File: src/common/fetch_pkg.sv
package fetch_pkg;

	// Architectural register number, x0 to x31
	typedef logic [4:0] reg_index_t;

	// Wrapping count of fetched instructions
	typedef logic [7:0] fetch_tag_t;

	typedef logic [6:0] opcode_t;

	// One predecoded instruction handed from fetch to decode
	typedef struct packed {
		fetch_tag_t tag;
		logic [31:0] pc;
		logic [31:0] instruction;
		reg_index_t rs1;
		reg_index_t rs2;
		reg_index_t rd;
	} fetch_entry_t;

	// RV32I major opcodes, instruction bits 6:0
	localparam opcode_t OPCODE_OP = 7'b0110011;
	localparam opcode_t OPCODE_OP_IMM = 7'b0010011;
	localparam opcode_t OPCODE_LOAD = 7'b0000011;
	localparam opcode_t OPCODE_STORE = 7'b0100011;
	localparam opcode_t OPCODE_BRANCH = 7'b1100011;
	localparam opcode_t OPCODE_JAL = 7'b1101111;
	localparam opcode_t OPCODE_JALR = 7'b1100111;
	localparam opcode_t OPCODE_LUI = 7'b0110111;
	localparam opcode_t OPCODE_AUIPC = 7'b0010111;

	// ECALL, MRET and WFI have funct3 zero, CSR accesses do not
	localparam opcode_t OPCODE_SYSTEM = 7'b1110011;

endpackage

File: src/fetch/fetch_unit.sv
`timescale 1ns/1ps

module fetch_unit import fetch_pkg::*; #(
	parameter logic [31:0] RESET_VECTOR = 32'h0000_0000
) (
	input logic i_clock,
	input logic i_reset,

	input logic i_jump,
	input logic [31:0] i_jump_pc,

	input logic i_irq_pending,
	input logic [31:0] i_irq_pc,
	output logic o_irq_dispatched,
	output logic [31:0] o_irq_epc,

	output logic [31:0] o_icache_pc,
	output logic o_icache_stall,
	input logic [31:0] i_icache_rdata,
	input logic i_icache_ready,

	input logic i_queue_full,
	output logic o_push,
	output fetch_entry_t o_push_entry
);

	typedef enum logic [0:0] {
		WAIT_ICACHE,
		WAIT_JUMP
	} fetch_state_t;

	fetch_state_t state;
	logic [31:0] pc;
	fetch_tag_t tag_count;

	reg_index_t rs1;
	reg_index_t rs2;
	reg_index_t rd;
	logic control_transfer;
	logic fetch_accept;

	predecoder predecoder0 (
		.i_instruction(i_icache_rdata),
		.o_rs1(rs1),
		.o_rs2(rs2),
		.o_rd(rd),
		.o_control_transfer(control_transfer)
	);

	assign o_icache_pc = pc;

	// No refills while parked on a branch or with nowhere to put the word
	assign o_icache_stall = state == WAIT_JUMP || i_queue_full;

	assign fetch_accept = state == WAIT_ICACHE && i_icache_ready && !i_queue_full;

	always_ff @(posedge i_clock) begin
		if (i_reset) begin
			state <= WAIT_ICACHE;
			pc <= RESET_VECTOR;
			tag_count <= '0;
			o_push <= 1'b0;
			o_irq_dispatched <= 1'b0;
		end else begin
			o_push <= 1'b0;
			o_irq_dispatched <= 1'b0;
			// Interrupt wins over both fetch and jump
			if (i_irq_pending) begin
				pc <= i_irq_pc;
				state <= WAIT_ICACHE;
				o_irq_dispatched <= 1'b1;
			end else begin
				case (state)
					WAIT_ICACHE: begin
						if (fetch_accept) begin
							o_push <= 1'b1;
							tag_count <= tag_count + 8'd1;
							if (control_transfer) begin
								state <= WAIT_JUMP;
							end else begin
								pc <= pc + 32'd4;
							end
						end
					end
					WAIT_JUMP: begin
						// Decode resolves the target and sends it back
						if (i_jump) begin
							pc <= i_jump_pc;
							state <= WAIT_ICACHE;
						end
					end
					default: state <= WAIT_ICACHE;
				endcase
			end
		end
	end

	always_ff @(posedge i_clock) begin
		if (fetch_accept && !i_irq_pending) begin
			o_push_entry.tag <= tag_count + 8'd1;
			o_push_entry.pc <= pc;
			o_push_entry.instruction <= i_icache_rdata;
			o_push_entry.rs1 <= rs1;
			o_push_entry.rs2 <= rs2;
			o_push_entry.rd <= rd;
		end
		if (i_irq_pending) begin
			o_irq_epc <= pc;
		end
	end

	// Interrupt source drops its request once dispatch is seen
	irq_single_pulse_a: assert property (@(posedge i_clock) disable iff (i_reset)
		o_irq_dispatched |=> !o_irq_dispatched);

endmodule

File: src/fetch/predecoder.sv
`timescale 1ns/1ps

module predecoder import fetch_pkg::*; (
	input logic [31:0] i_instruction,
	output reg_index_t o_rs1,
	output reg_index_t o_rs2,
	output reg_index_t o_rd,
	output logic o_control_transfer
);

	opcode_t opcode;
	logic [2:0] funct3;

	logic is_r;
	logic is_i;
	logic is_s;
	logic is_b;
	logic is_u;
	logic is_j;
	logic is_csr;
	logic is_system_call;

	logic have_rs1;
	logic have_rs2;
	logic have_rd;

	assign opcode = i_instruction[6:0];
	assign funct3 = i_instruction[14:12];

	// Instruction format by opcode
	assign is_r = opcode == OPCODE_OP;
	assign is_i = opcode == OPCODE_OP_IMM || opcode == OPCODE_LOAD || opcode == OPCODE_JALR;
	assign is_s = opcode == OPCODE_STORE;
	assign is_b = opcode == OPCODE_BRANCH;
	assign is_u = opcode == OPCODE_LUI || opcode == OPCODE_AUIPC;
	assign is_j = opcode == OPCODE_JAL;
	assign is_csr = opcode == OPCODE_SYSTEM && funct3 != 3'b000;

	// ECALL, MRET, WFI
	assign is_system_call = opcode == OPCODE_SYSTEM && funct3 == 3'b000;

	assign have_rs1 = is_r || is_i || is_s || is_b || is_csr;
	assign have_rs2 = is_r || is_s || is_b;
	assign have_rd = is_r || is_i || is_u || is_j || is_csr;

	// Unused index fields read as x0
	assign o_rs1 = have_rs1 ? i_instruction[19:15] : '0;
	assign o_rs2 = have_rs2 ? i_instruction[24:20] : '0;
	assign o_rd = have_rd ? i_instruction[11:7] : '0;

	// Anything after which the next PC is not known at fetch time
	assign o_control_transfer = opcode == OPCODE_JAL
		|| opcode == OPCODE_JALR
		|| is_b
		|| is_system_call;

endmodule

File: src/icache/icache.sv
`timescale 1ns/1ps

module icache #(
	parameter int ICACHE_LINES = 16
) (
	input logic i_clock,
	input logic i_reset,

	input logic [31:0] i_pc,
	input logic i_stall,
	output logic [31:0] o_rdata,
	output logic o_ready,

	output logic o_bus_request,
	output logic [31:0] o_bus_address,
	input logic i_bus_ready,
	input logic [31:0] i_bus_rdata
);

	localparam int INDEX_BITS = $clog2(ICACHE_LINES);
	localparam int TAG_BITS = 30 - INDEX_BITS;

	// One word per line
	logic [ICACHE_LINES-1:0] line_valid;
	logic [TAG_BITS-1:0] line_tag [ICACHE_LINES];
	logic [31:0] line_data [ICACHE_LINES];

	logic [INDEX_BITS-1:0] lookup_index;
	logic [TAG_BITS-1:0] lookup_tag;

	logic refill_active;
	logic [31:0] refill_address;
	logic [INDEX_BITS-1:0] refill_index;
	logic [TAG_BITS-1:0] refill_tag;
	logic refill_start;
	logic refill_done;

	assign lookup_index = i_pc[INDEX_BITS+1:2];
	assign lookup_tag = i_pc[31:INDEX_BITS+2];

	// Hit path is purely combinational
	assign o_ready = line_valid[lookup_index] && line_tag[lookup_index] == lookup_tag;
	assign o_rdata = line_data[lookup_index];

	assign refill_index = refill_address[INDEX_BITS+1:2];
	assign refill_tag = refill_address[31:INDEX_BITS+2];

	// A running refill always completes, stall only blocks the next one
	assign refill_start = !refill_active && !o_ready && !i_stall;
	assign refill_done = refill_active && i_bus_ready;

	assign o_bus_request = refill_active;
	assign o_bus_address = refill_address;

	always_ff @(posedge i_clock) begin
		if (i_reset) begin
			refill_active <= 1'b0;
			line_valid <= '0;
		end else if (refill_done) begin
			refill_active <= 1'b0;
			line_valid[refill_index] <= 1'b1;
		end else if (refill_start) begin
			refill_active <= 1'b1;
		end
	end

	always_ff @(posedge i_clock) begin
		if (refill_start) begin
			refill_address <= {i_pc[31:2], 2'b00};
		end
		// Line usable from the following cycle
		if (refill_done) begin
			line_tag[refill_index] <= refill_tag;
			line_data[refill_index] <= i_bus_rdata;
		end
	end

	// Request held with a fixed address until memory answers
	bus_request_hold_a: assert property (@(posedge i_clock) disable iff (i_reset)
		o_bus_request && !i_bus_ready |=> o_bus_request && $stable(o_bus_address));

endmodule

File: src/logic/fetch_queue.sv
`timescale 1ns/1ps

module fetch_queue import fetch_pkg::*; (
	input logic i_clock,
	input logic i_reset,

	input logic i_push,
	input fetch_entry_t i_push_entry,
	output logic o_full,

	input logic i_decode_busy,
	output logic o_valid,
	output fetch_entry_t o_entry
);

	// Slot 0 is always the head
	fetch_entry_t slot [2];
	logic [1:0] count;
	logic pop;
	logic push_slot;

	assign o_valid = count != 2'd0;
	assign o_entry = slot[0];
	assign pop = o_valid && !i_decode_busy;

	// The pusher decides a cycle ahead, so a push in flight takes the last slot
	assign o_full = count == 2'd2 || (count == 2'd1 && i_push);

	// Lands behind whatever is left after this cycle's pop
	assign push_slot = count == 2'd2 || (count == 2'd1 && !pop);

	always_ff @(posedge i_clock) begin
		if (i_reset) begin
			count <= 2'd0;
		end else if (i_push && !pop) begin
			count <= count + 2'd1;
		end else if (pop && !i_push) begin
			count <= count - 2'd1;
		end
	end

	always_ff @(posedge i_clock) begin
		if (pop) begin
			slot[0] <= slot[1];
		end
		// Overrides the shift when the queue drains to the new entry
		if (i_push) begin
			slot[push_slot] <= i_push_entry;
		end
	end

	// The fetch unit must respect the full flag
	push_not_full_a: assert property (@(posedge i_clock) disable iff (i_reset)
		i_push |-> count != 2'd2);

endmodule

File: src/logic/fetch_top.sv
`timescale 1ns/1ps

module fetch_top import fetch_pkg::*; #(
	parameter logic [31:0] RESET_VECTOR = 32'h0000_0000,
	parameter int ICACHE_LINES = 16
) (
	input logic i_clock,
	input logic i_reset,

	input logic i_jump,
	input logic [31:0] i_jump_pc,

	input logic i_irq_pending,
	input logic [31:0] i_irq_pc,
	output logic o_irq_dispatched,
	output logic [31:0] o_irq_epc,

	output logic o_bus_request,
	output logic [31:0] o_bus_address,
	input logic i_bus_ready,
	input logic [31:0] i_bus_rdata,

	input logic i_decode_busy,
	output logic o_valid,
	output fetch_entry_t o_entry
);

	logic [31:0] icache_pc;
	logic icache_stall;
	logic [31:0] icache_rdata;
	logic icache_ready;

	logic queue_full;
	logic push;
	fetch_entry_t push_entry;

	icache #(
		.ICACHE_LINES(ICACHE_LINES)
	) icache0 (
		.i_clock(i_clock),
		.i_reset(i_reset),
		.i_pc(icache_pc),
		.i_stall(icache_stall),
		.o_rdata(icache_rdata),
		.o_ready(icache_ready),
		.o_bus_request(o_bus_request),
		.o_bus_address(o_bus_address),
		.i_bus_ready(i_bus_ready),
		.i_bus_rdata(i_bus_rdata)
	);

	fetch_unit #(
		.RESET_VECTOR(RESET_VECTOR)
	) fetch_unit0 (
		.i_clock(i_clock),
		.i_reset(i_reset),
		.i_jump(i_jump),
		.i_jump_pc(i_jump_pc),
		.i_irq_pending(i_irq_pending),
		.i_irq_pc(i_irq_pc),
		.o_irq_dispatched(o_irq_dispatched),
		.o_irq_epc(o_irq_epc),
		.o_icache_pc(icache_pc),
		.o_icache_stall(icache_stall),
		.i_icache_rdata(icache_rdata),
		.i_icache_ready(icache_ready),
		.i_queue_full(queue_full),
		.o_push(push),
		.o_push_entry(push_entry)
	);

	fetch_queue fetch_queue0 (
		.i_clock(i_clock),
		.i_reset(i_reset),
		.i_push(push),
		.i_push_entry(push_entry),
		.o_full(queue_full),
		.i_decode_busy(i_decode_busy),
		.o_valid(o_valid),
		.o_entry(o_entry)
	);

endmodule

File: config.mk
export PLATFORM = sky130hd
export DESIGN_NAME = fetch_top
export DESIGN_NICKNAME = d
export VERILOG_FILES = /design/src/common/fetch_pkg.sv /design/src/fetch/fetch_unit.sv /design/src/fetch/predecoder.sv /design/src/icache/icache.sv /design/src/logic/fetch_queue.sv /design/src/logic/fetch_top.sv
export SDC_FILE = /design/constraint.sdc
export NUM_CORES = 1
export LEC_CHECK = 0
export BUFFER_PORTS_ARGS = -buffer_cell sky130_fd_sc_hd__buf_2
export CAP_MARGIN = 20
export CORE_MARGIN = 2
export CORE_UTILIZATION = 60
export CTS_CLUSTER_DIAMETER = 50
export DETAILED_ROUTE_END_ITERATION = 8
export PLACE_DENSITY = 0.78
export SYNTH_ARGS = -nofsm -noshare
export SYNTH_HDL_FRONTEND = slang
export SYNTH_SLANG_ARGS = --single-unit
export TNS_END_PERCENT = 1
File: constraint.sdc
create_clock -name i_clock -period 8.5 [get_ports i_clock]
set_input_delay 0.85 -clock i_clock [delete_from_list [all_inputs] [get_ports i_clock]]
set_output_delay 0.85 -clock i_clock [all_outputs]
set_load 0.005 [all_outputs]
---- Word-level counts from Yosys, hierarchy flattened ----
Memory sizes are Yosys's and may differ from the RTL's. A register that Yosys moved wholly into a read port is not among the register bits.
Cells that the tools add are included.
storage, ports and cells
  register bits after elaboration ......... 211
  memory bits (writable) .................. 1102
  bits of input ports ..................... 102
  output and inout bits ................... 154
  logic and storage cells ................. 122
  memories ................................ 3
cells by class
  $add $sub $neg .......................... 4
  $lt $le $gt $ge ......................... 3
  equal/unequal tests ..................... 16
  muxes and demuxes ....................... 27
  bitwise operators ....................... 3
  reduce and logical (&&, ||, !) cells .... 50
memory list
  name               depth  bits a word  read ports  clocked after Yosys merged registers in  write ports  RTL line           RTL
  icache0.line_data  16     32           1           1                                        1            icache.sv:26       logic [31:0] line_data [ICACHE_LINES];
  icache0.line_tag   16     26           1           1                                        1            icache.sv:25       logic [TAG_BITS-1:0] line_tag [ICACHE_LINES];
  fetch_queue0.slot  2      87           2           0                                        2            fetch_queue.sv:17  fetch_entry_t slot [2];
operator list
  cell                                                 number
  2-to-1 mux 32 bit                                    4
  case mux 32 bit (2 select lines)                     1
  adder 32 x 3 -> 32 bit, second input constant        1
  equality test 7 bit, second input constant           4
  equality test 26 bit                                 1
  equality test 7 x 6 -> 1 bit, second input constant  3
  logical OR 1 bit                                     18
  2-to-1 mux 4 bit                                     4
  bitwise OR 16 bit                                    1
  logical AND 1 bit                                    15
  equality test 7 x 5 -> 1 bit, second input constant  2
  2-to-1 mux 1 bit                                     13
  < comparator 4 x 5 -> 1 bit, second input constant   2
  adder 8 x 1 -> 8 bit, second input constant          1
  zero test 1 bit                                      8
  equality test 7 x 2 -> 1 bit, second input constant  1
  inequality test 3 bit, second input constant         2
  AND reduction 3 bit                                  2
  binary-select mux 1 bit (select 4 bit)               1
  demux 1 bit (select 4 bit)                           1
  >= comparator 4 x 1 -> 1 bit, second input constant  1
  2-to-1 mux 2 bit                                     2
  nonzero test 2 bit                                   2
  OR reduction 2 bit                                   2
  other kinds (10)                                     11

---- Longest topological paths before layout ----
  depth in word-level cells ............... 10
  gate-level depth with buffers ........... 15
  mapped depth without buffers ............ 10

---- Modules after synthesis ----
A second synthesis with hierarchy kept.
second synthesis, totals
  cell total of the unflattened synthesis .. 2515
  area, all modules ....................... 51017.7 um2
by module, submodules not included
  module       instances  cells an instance  area an instance (um2)  seq. area each (um2)
  icache       1          1692               37773.7                 29107.9
  fetch_queue  1          293                6572.6                  5265.0
  fetch_unit   1          491                6419.9                  4434.3
  predecoder   1          39                 251.5                   0.0

---- Least setup slack after synthesis ----
Ideal clock, no wire load.
  kind .................................... flip-flop to flip-flop
  start point ............................. register (tool-made name)
  end point ............................... register fetch_unit0.o_push_entry[0] in the netlist's numbering, enable pin
  library setup time ...................... 533 ps
  arrival time ............................ 6037 ps
  required time ........................... 7967 ps
  setup slack ............................. 1930 ps
  cell stages (with the launch flop) ...... 13
  path buffers ............................ 3
  clock period less this slack ............ 6570 ps
  cell sequence ........................... dfxtp_1 buf_6 buf_6 buf_4 mux4_2 mux2i_1 xnor2_1 nor4_2 a41oi_1 a221oi_2 and4bb_2 nand2_1 nor2_1
RTL lines
  item              RTL line          RTL
  end: declaration  fetch_unit.sv:24  output fetch_entry_t o_push_entry

==> results.yml <==
routing:
  drt_first_iter_violations: 3546
  detail_route.first_pass.iterations: 6
  drt-wirelength-per-cell_um: 30.1
  post-route-drc-count: 0
  vias: 25900
  postRouteAntennaNets: 0
  finalWirelength_um: 118000
  post_drt_via_cell_ratio: 6.60
sta:
  timing.final.ws_setup_ns: 3.47
  worst_clock_skew_ns: 0.0220
  fin_crit_ns: 5.04
  post-route-period-util: 0.592
  max_transition_viols_final: 0
  grt_setup_unrepaired: "false"
  final_total_negative_setup_slack_ns: 0
  fmax_ghz: 0.199
  report.final.setup_viol: 0
  finalHoldViolations: 0
  worstMarginPinSlew_ns: 1.18
  relSlewSlack: 0.213
clocking:
  cts-hold-fix-buffers: 0
  cts_htree_levels: 3
  cts_tree: "done"
  root_buffer_cell: "clkbuf_16"
  cts-buffers-inserted: 121
  cts.repair_timing.setup_buffer_count: 0
  path_clk_slew_ns: 0.06
  clock-sinks: 1317
  cts_resized: 0
  clk_latency_ns: 0.70
  clock_tree.buffer_depth: 3
finish:
  register_area_um2: 38900
  final_layout_size_suffix_gt1_frac: 0.309
  area_of_the_multi_input_gates_um2: 11100
  fin_nets: 2836
  fillCellCount: 4994
  layout_area_overhead_pct: 12.4
setup_path:
  r2r_setup_slack_ns: 3.47
  timing_worst_setup_path_type: "flip-flop to flip-flop"
  worstRegToRegCells: 11
  endpoint_of_the_most_critical_register_to_register_path: "fetch_unit0.o_push_entry[6]"
  critical_path.endpoint_type: "flip-flop"
  crit_fanout: 83
  data_arrival_at_the_endpoint_of_the_critical_path_ns: 5.36
  worst_setup_path_start_kind: "flip-flop"
  timing.critical_path.required_ns: 8.82
synthesis:
  synth-simple-area-share: 0.0287
  post_synth_inst_count: 2428
  synth-adder-area-share: 0.00148
  synth_area_um2: 50600
  synth_compound_gate_area_share: 0.0312
  synth_sequential_area_ratio: 0.769
  avgSynthCellArea_um2: 20.8
  synth-seq-cells: 1317
  synth_cell_type_count: 71
  async_flop_share: 0
  post_synth_mux_area_share: 0.145
  post_synth_edffs: 1251
  synth-xor-area-share: 0.00987
  synth_ff_type: "edfxtp_1"
  synth.yosys.warnings: 0
  synth_top_family_by_area: "multiplexers"
run:
  maxCapViolCount: 0
grt:
  grt_antenna_before_repair: 21
  grt.overflow.total: 0
  grt_pass1_vias: 26200
  track_usage: 0.276
  grt_max_degree: 144
  wire_length_of_the_first_global_routing_pass_um: 173000
floorplanning:
  core_um2: 83600
  die-width_um: 294
  vertical_die_dimension_um: 294
  die_footprint_um2: 86600
  effective_utilization_at_floorplan: 0.605
  design.portCount: 256
  placementRows: 106
power_and_ir_drop:
  power_density_nw_per_um2: 238
  peakVddDrop_mv: 0.173
  cellLeakagePower_nw: 18.5
hold_path:
  hold_start: "i_irq_pc[1]"
  hold_class: "primary input to flip-flop"
  hold_path_depth: 3
  terminating_pin_of_the_worst_hold_path: "fetch_unit0.o_icache_pc[1]"
status:
  status: "completed"
place:
  gp_congestion: 0.909
  dpl.hpwl_um: 65600
  place.port_buffers: 253
  pre_cts_ws_ns: 3.54
layout make-up:
type	count	share of cell area
Inverter	17	0.00112
Clock inverter	77	0.0103
Sequential cell	1317	0.684
Timing Repair Buffer	301	0.0295
Antenna cell	11	0.000484
Tap cell	1080	0.0238
Clock buffer	148	0.0554
Multi-Input combinational cell	970	0.195
synthesized netlist by cell type, types with 13 or more instances:
cell type,number,area (um2)
mux2_2,99,1110
and3_1,19,119
inv_1,14,52.6
and2_1,17,106
o221ai_2,15,225
o311a_1,24,240
buf_4,16,120
nor2_1,92,345
xnor2_1,26,228
buf_1,13,48.8
nor3_1,17,85.1
buf_2,36,180
edfxtp_1,1251,37600
mux4_2,242,5450
clkbuf_1,46,173
xor2_1,31,272
mux2i_1,75,751
nand3_1,25,125
dfxtp_1,66,1320
a21oi_1,41,205
nand2_1,68,255
a22oi_1,24,180
o21ai_0,15,75.1
per-stage QoR:
| step | power [mW] | utilization | hold slack [ns] | area [um2] | std cells |
|---|---|---|---|---|---|
| 4_1_cts | 13.6 | 0.680 | 0.398 | 56800 | 3910 |
| 6_report | 13.5 | 0.680 | 0.426 | 56800 | 3921 |
| 3_5_place_dp | 8.51 | 0.635 | 0.431 | 53100 | 3685 |
| 3_3_place_gp | 8.47 | 0.635 | 0.429 | 53100 | 3685 |
| 2_1_floorplan | 8.11 | - | 0.420 | 50600 | 2429 |
| 5_1_grt | 13.9 | 0.680 | 0.425 | 56800 | 3919 |
worst max-delay path, stage by stage, from the launching register on:
cell,delay [ns]
dfxtp_2,0.80
buf_4,0.60
nor2b_1,0.63
a22o_1,0.27
a221oi_2,0.05
xnor2_1,0.16
nor4_1,0.75
and2_1,0.22
and4bb_2,0.27
nand2_1,0.12
nor2_4,0.22
buf_12,0.39
per-layer routing:
metal  share of wire  vias up  track usage  routed length, um
li1                -    10600            -                  -
met1            0.37    13400        0.389              44200
met2            0.49     1551        0.436              57300
met3            0.11      285       0.0586              12700
met4           0.032       10       0.0931               3810
met5         0.00068        -            0                 80
worst max path at each step:
stage                              endpoint  slack (ns)  depth (start not counted)
2_1_floorplan   fetch_unit0.o_push_entry[0]        1.93                         12
3_3_place_gp   fetch_unit0.o_push_entry[40]        3.63                         11
3_5_place_dp     fetch_unit0.o_icache_pc[6]        3.54                          9
4_1_cts          fetch_unit0.o_icache_pc[6]        3.53                          9
5_1_grt         fetch_unit0.o_icache_pc[29]        3.23                         11
6_report        fetch_unit0.o_push_entry[6]        3.47                         11
registers in the layout (all words and copies together), names as in the netlist, named ones only:
signal                        flops
fetch_unit0.o_irq_epc            32
fetch_queue0.slot               174
icache0.o_bus_request             1
fetch_unit0.o_irq_dispatched      1
icache0.line_tag                416
icache0.line_valid               16
fetch_unit0.state                 1
fetch_queue0.count                2
fetch_unit0.o_icache_pc          32
icache0.o_bus_address            30
fetch_unit0.o_push                1
icache0.line_data               512
fetch_unit0.tag_count             8
fetch_unit0.o_push_entry         87
cell usage in the layout (no fill, tap or decap), types with 8 or more instances in the layout:
cell / synthesis / layout
nor2b_1: 12 / 11
and3_1: 19 / 19
clkbuf_16: 0 / 121
nor3_1: 17 / 13
nand3_1: 25 / 25
o221ai_2: 15 / 15
diode_2: 0 / 11
inv_1: 14 / 13
edfxtp_1: 1251 / 1251
nor2_1: 92 / 79
o21ai_0: 15 / 15
o221ai_1: 9 / 9
a22oi_1: 24 / 24
nor2_4: 0 / 13
nand2_1: 68 / 66
xnor2_1: 26 / 26
buf_4: 16 / 45
buf_2: 36 / 252
mux2i_1: 75 / 75
clkinv_1: 2 / 34
xor2_1: 31 / 31
mux4_2: 242 / 242
nand2b_1: 9 / 9
clkinv_2: 0 / 26
dfxtp_1: 66 / 61
a21oi_1: 41 / 41
clkbuf_1: 46 / 25
and2_1: 17 / 17
nand3b_1: 8 / 8
mux2_2: 99 / 99
o311a_1: 24 / 24
power by group:
group,switching [mW],internal [mW]
sequential,0.203,7.35
combinational,0.499,0.337
clock,2.32,2.79
cell families (layout without fill, tap and decap cells):
group	after synthesis	in the layout
other	1	13
DFF	1317	1317
adders and majority gates	6	6
muxes	416	416
xor gates and xnor gates	57	57
buffers and inverters	142	543
and+or+nand+nor	296	296
AOI/OAI and AO/OA	193	193
(Power assumes the default switching activity.)
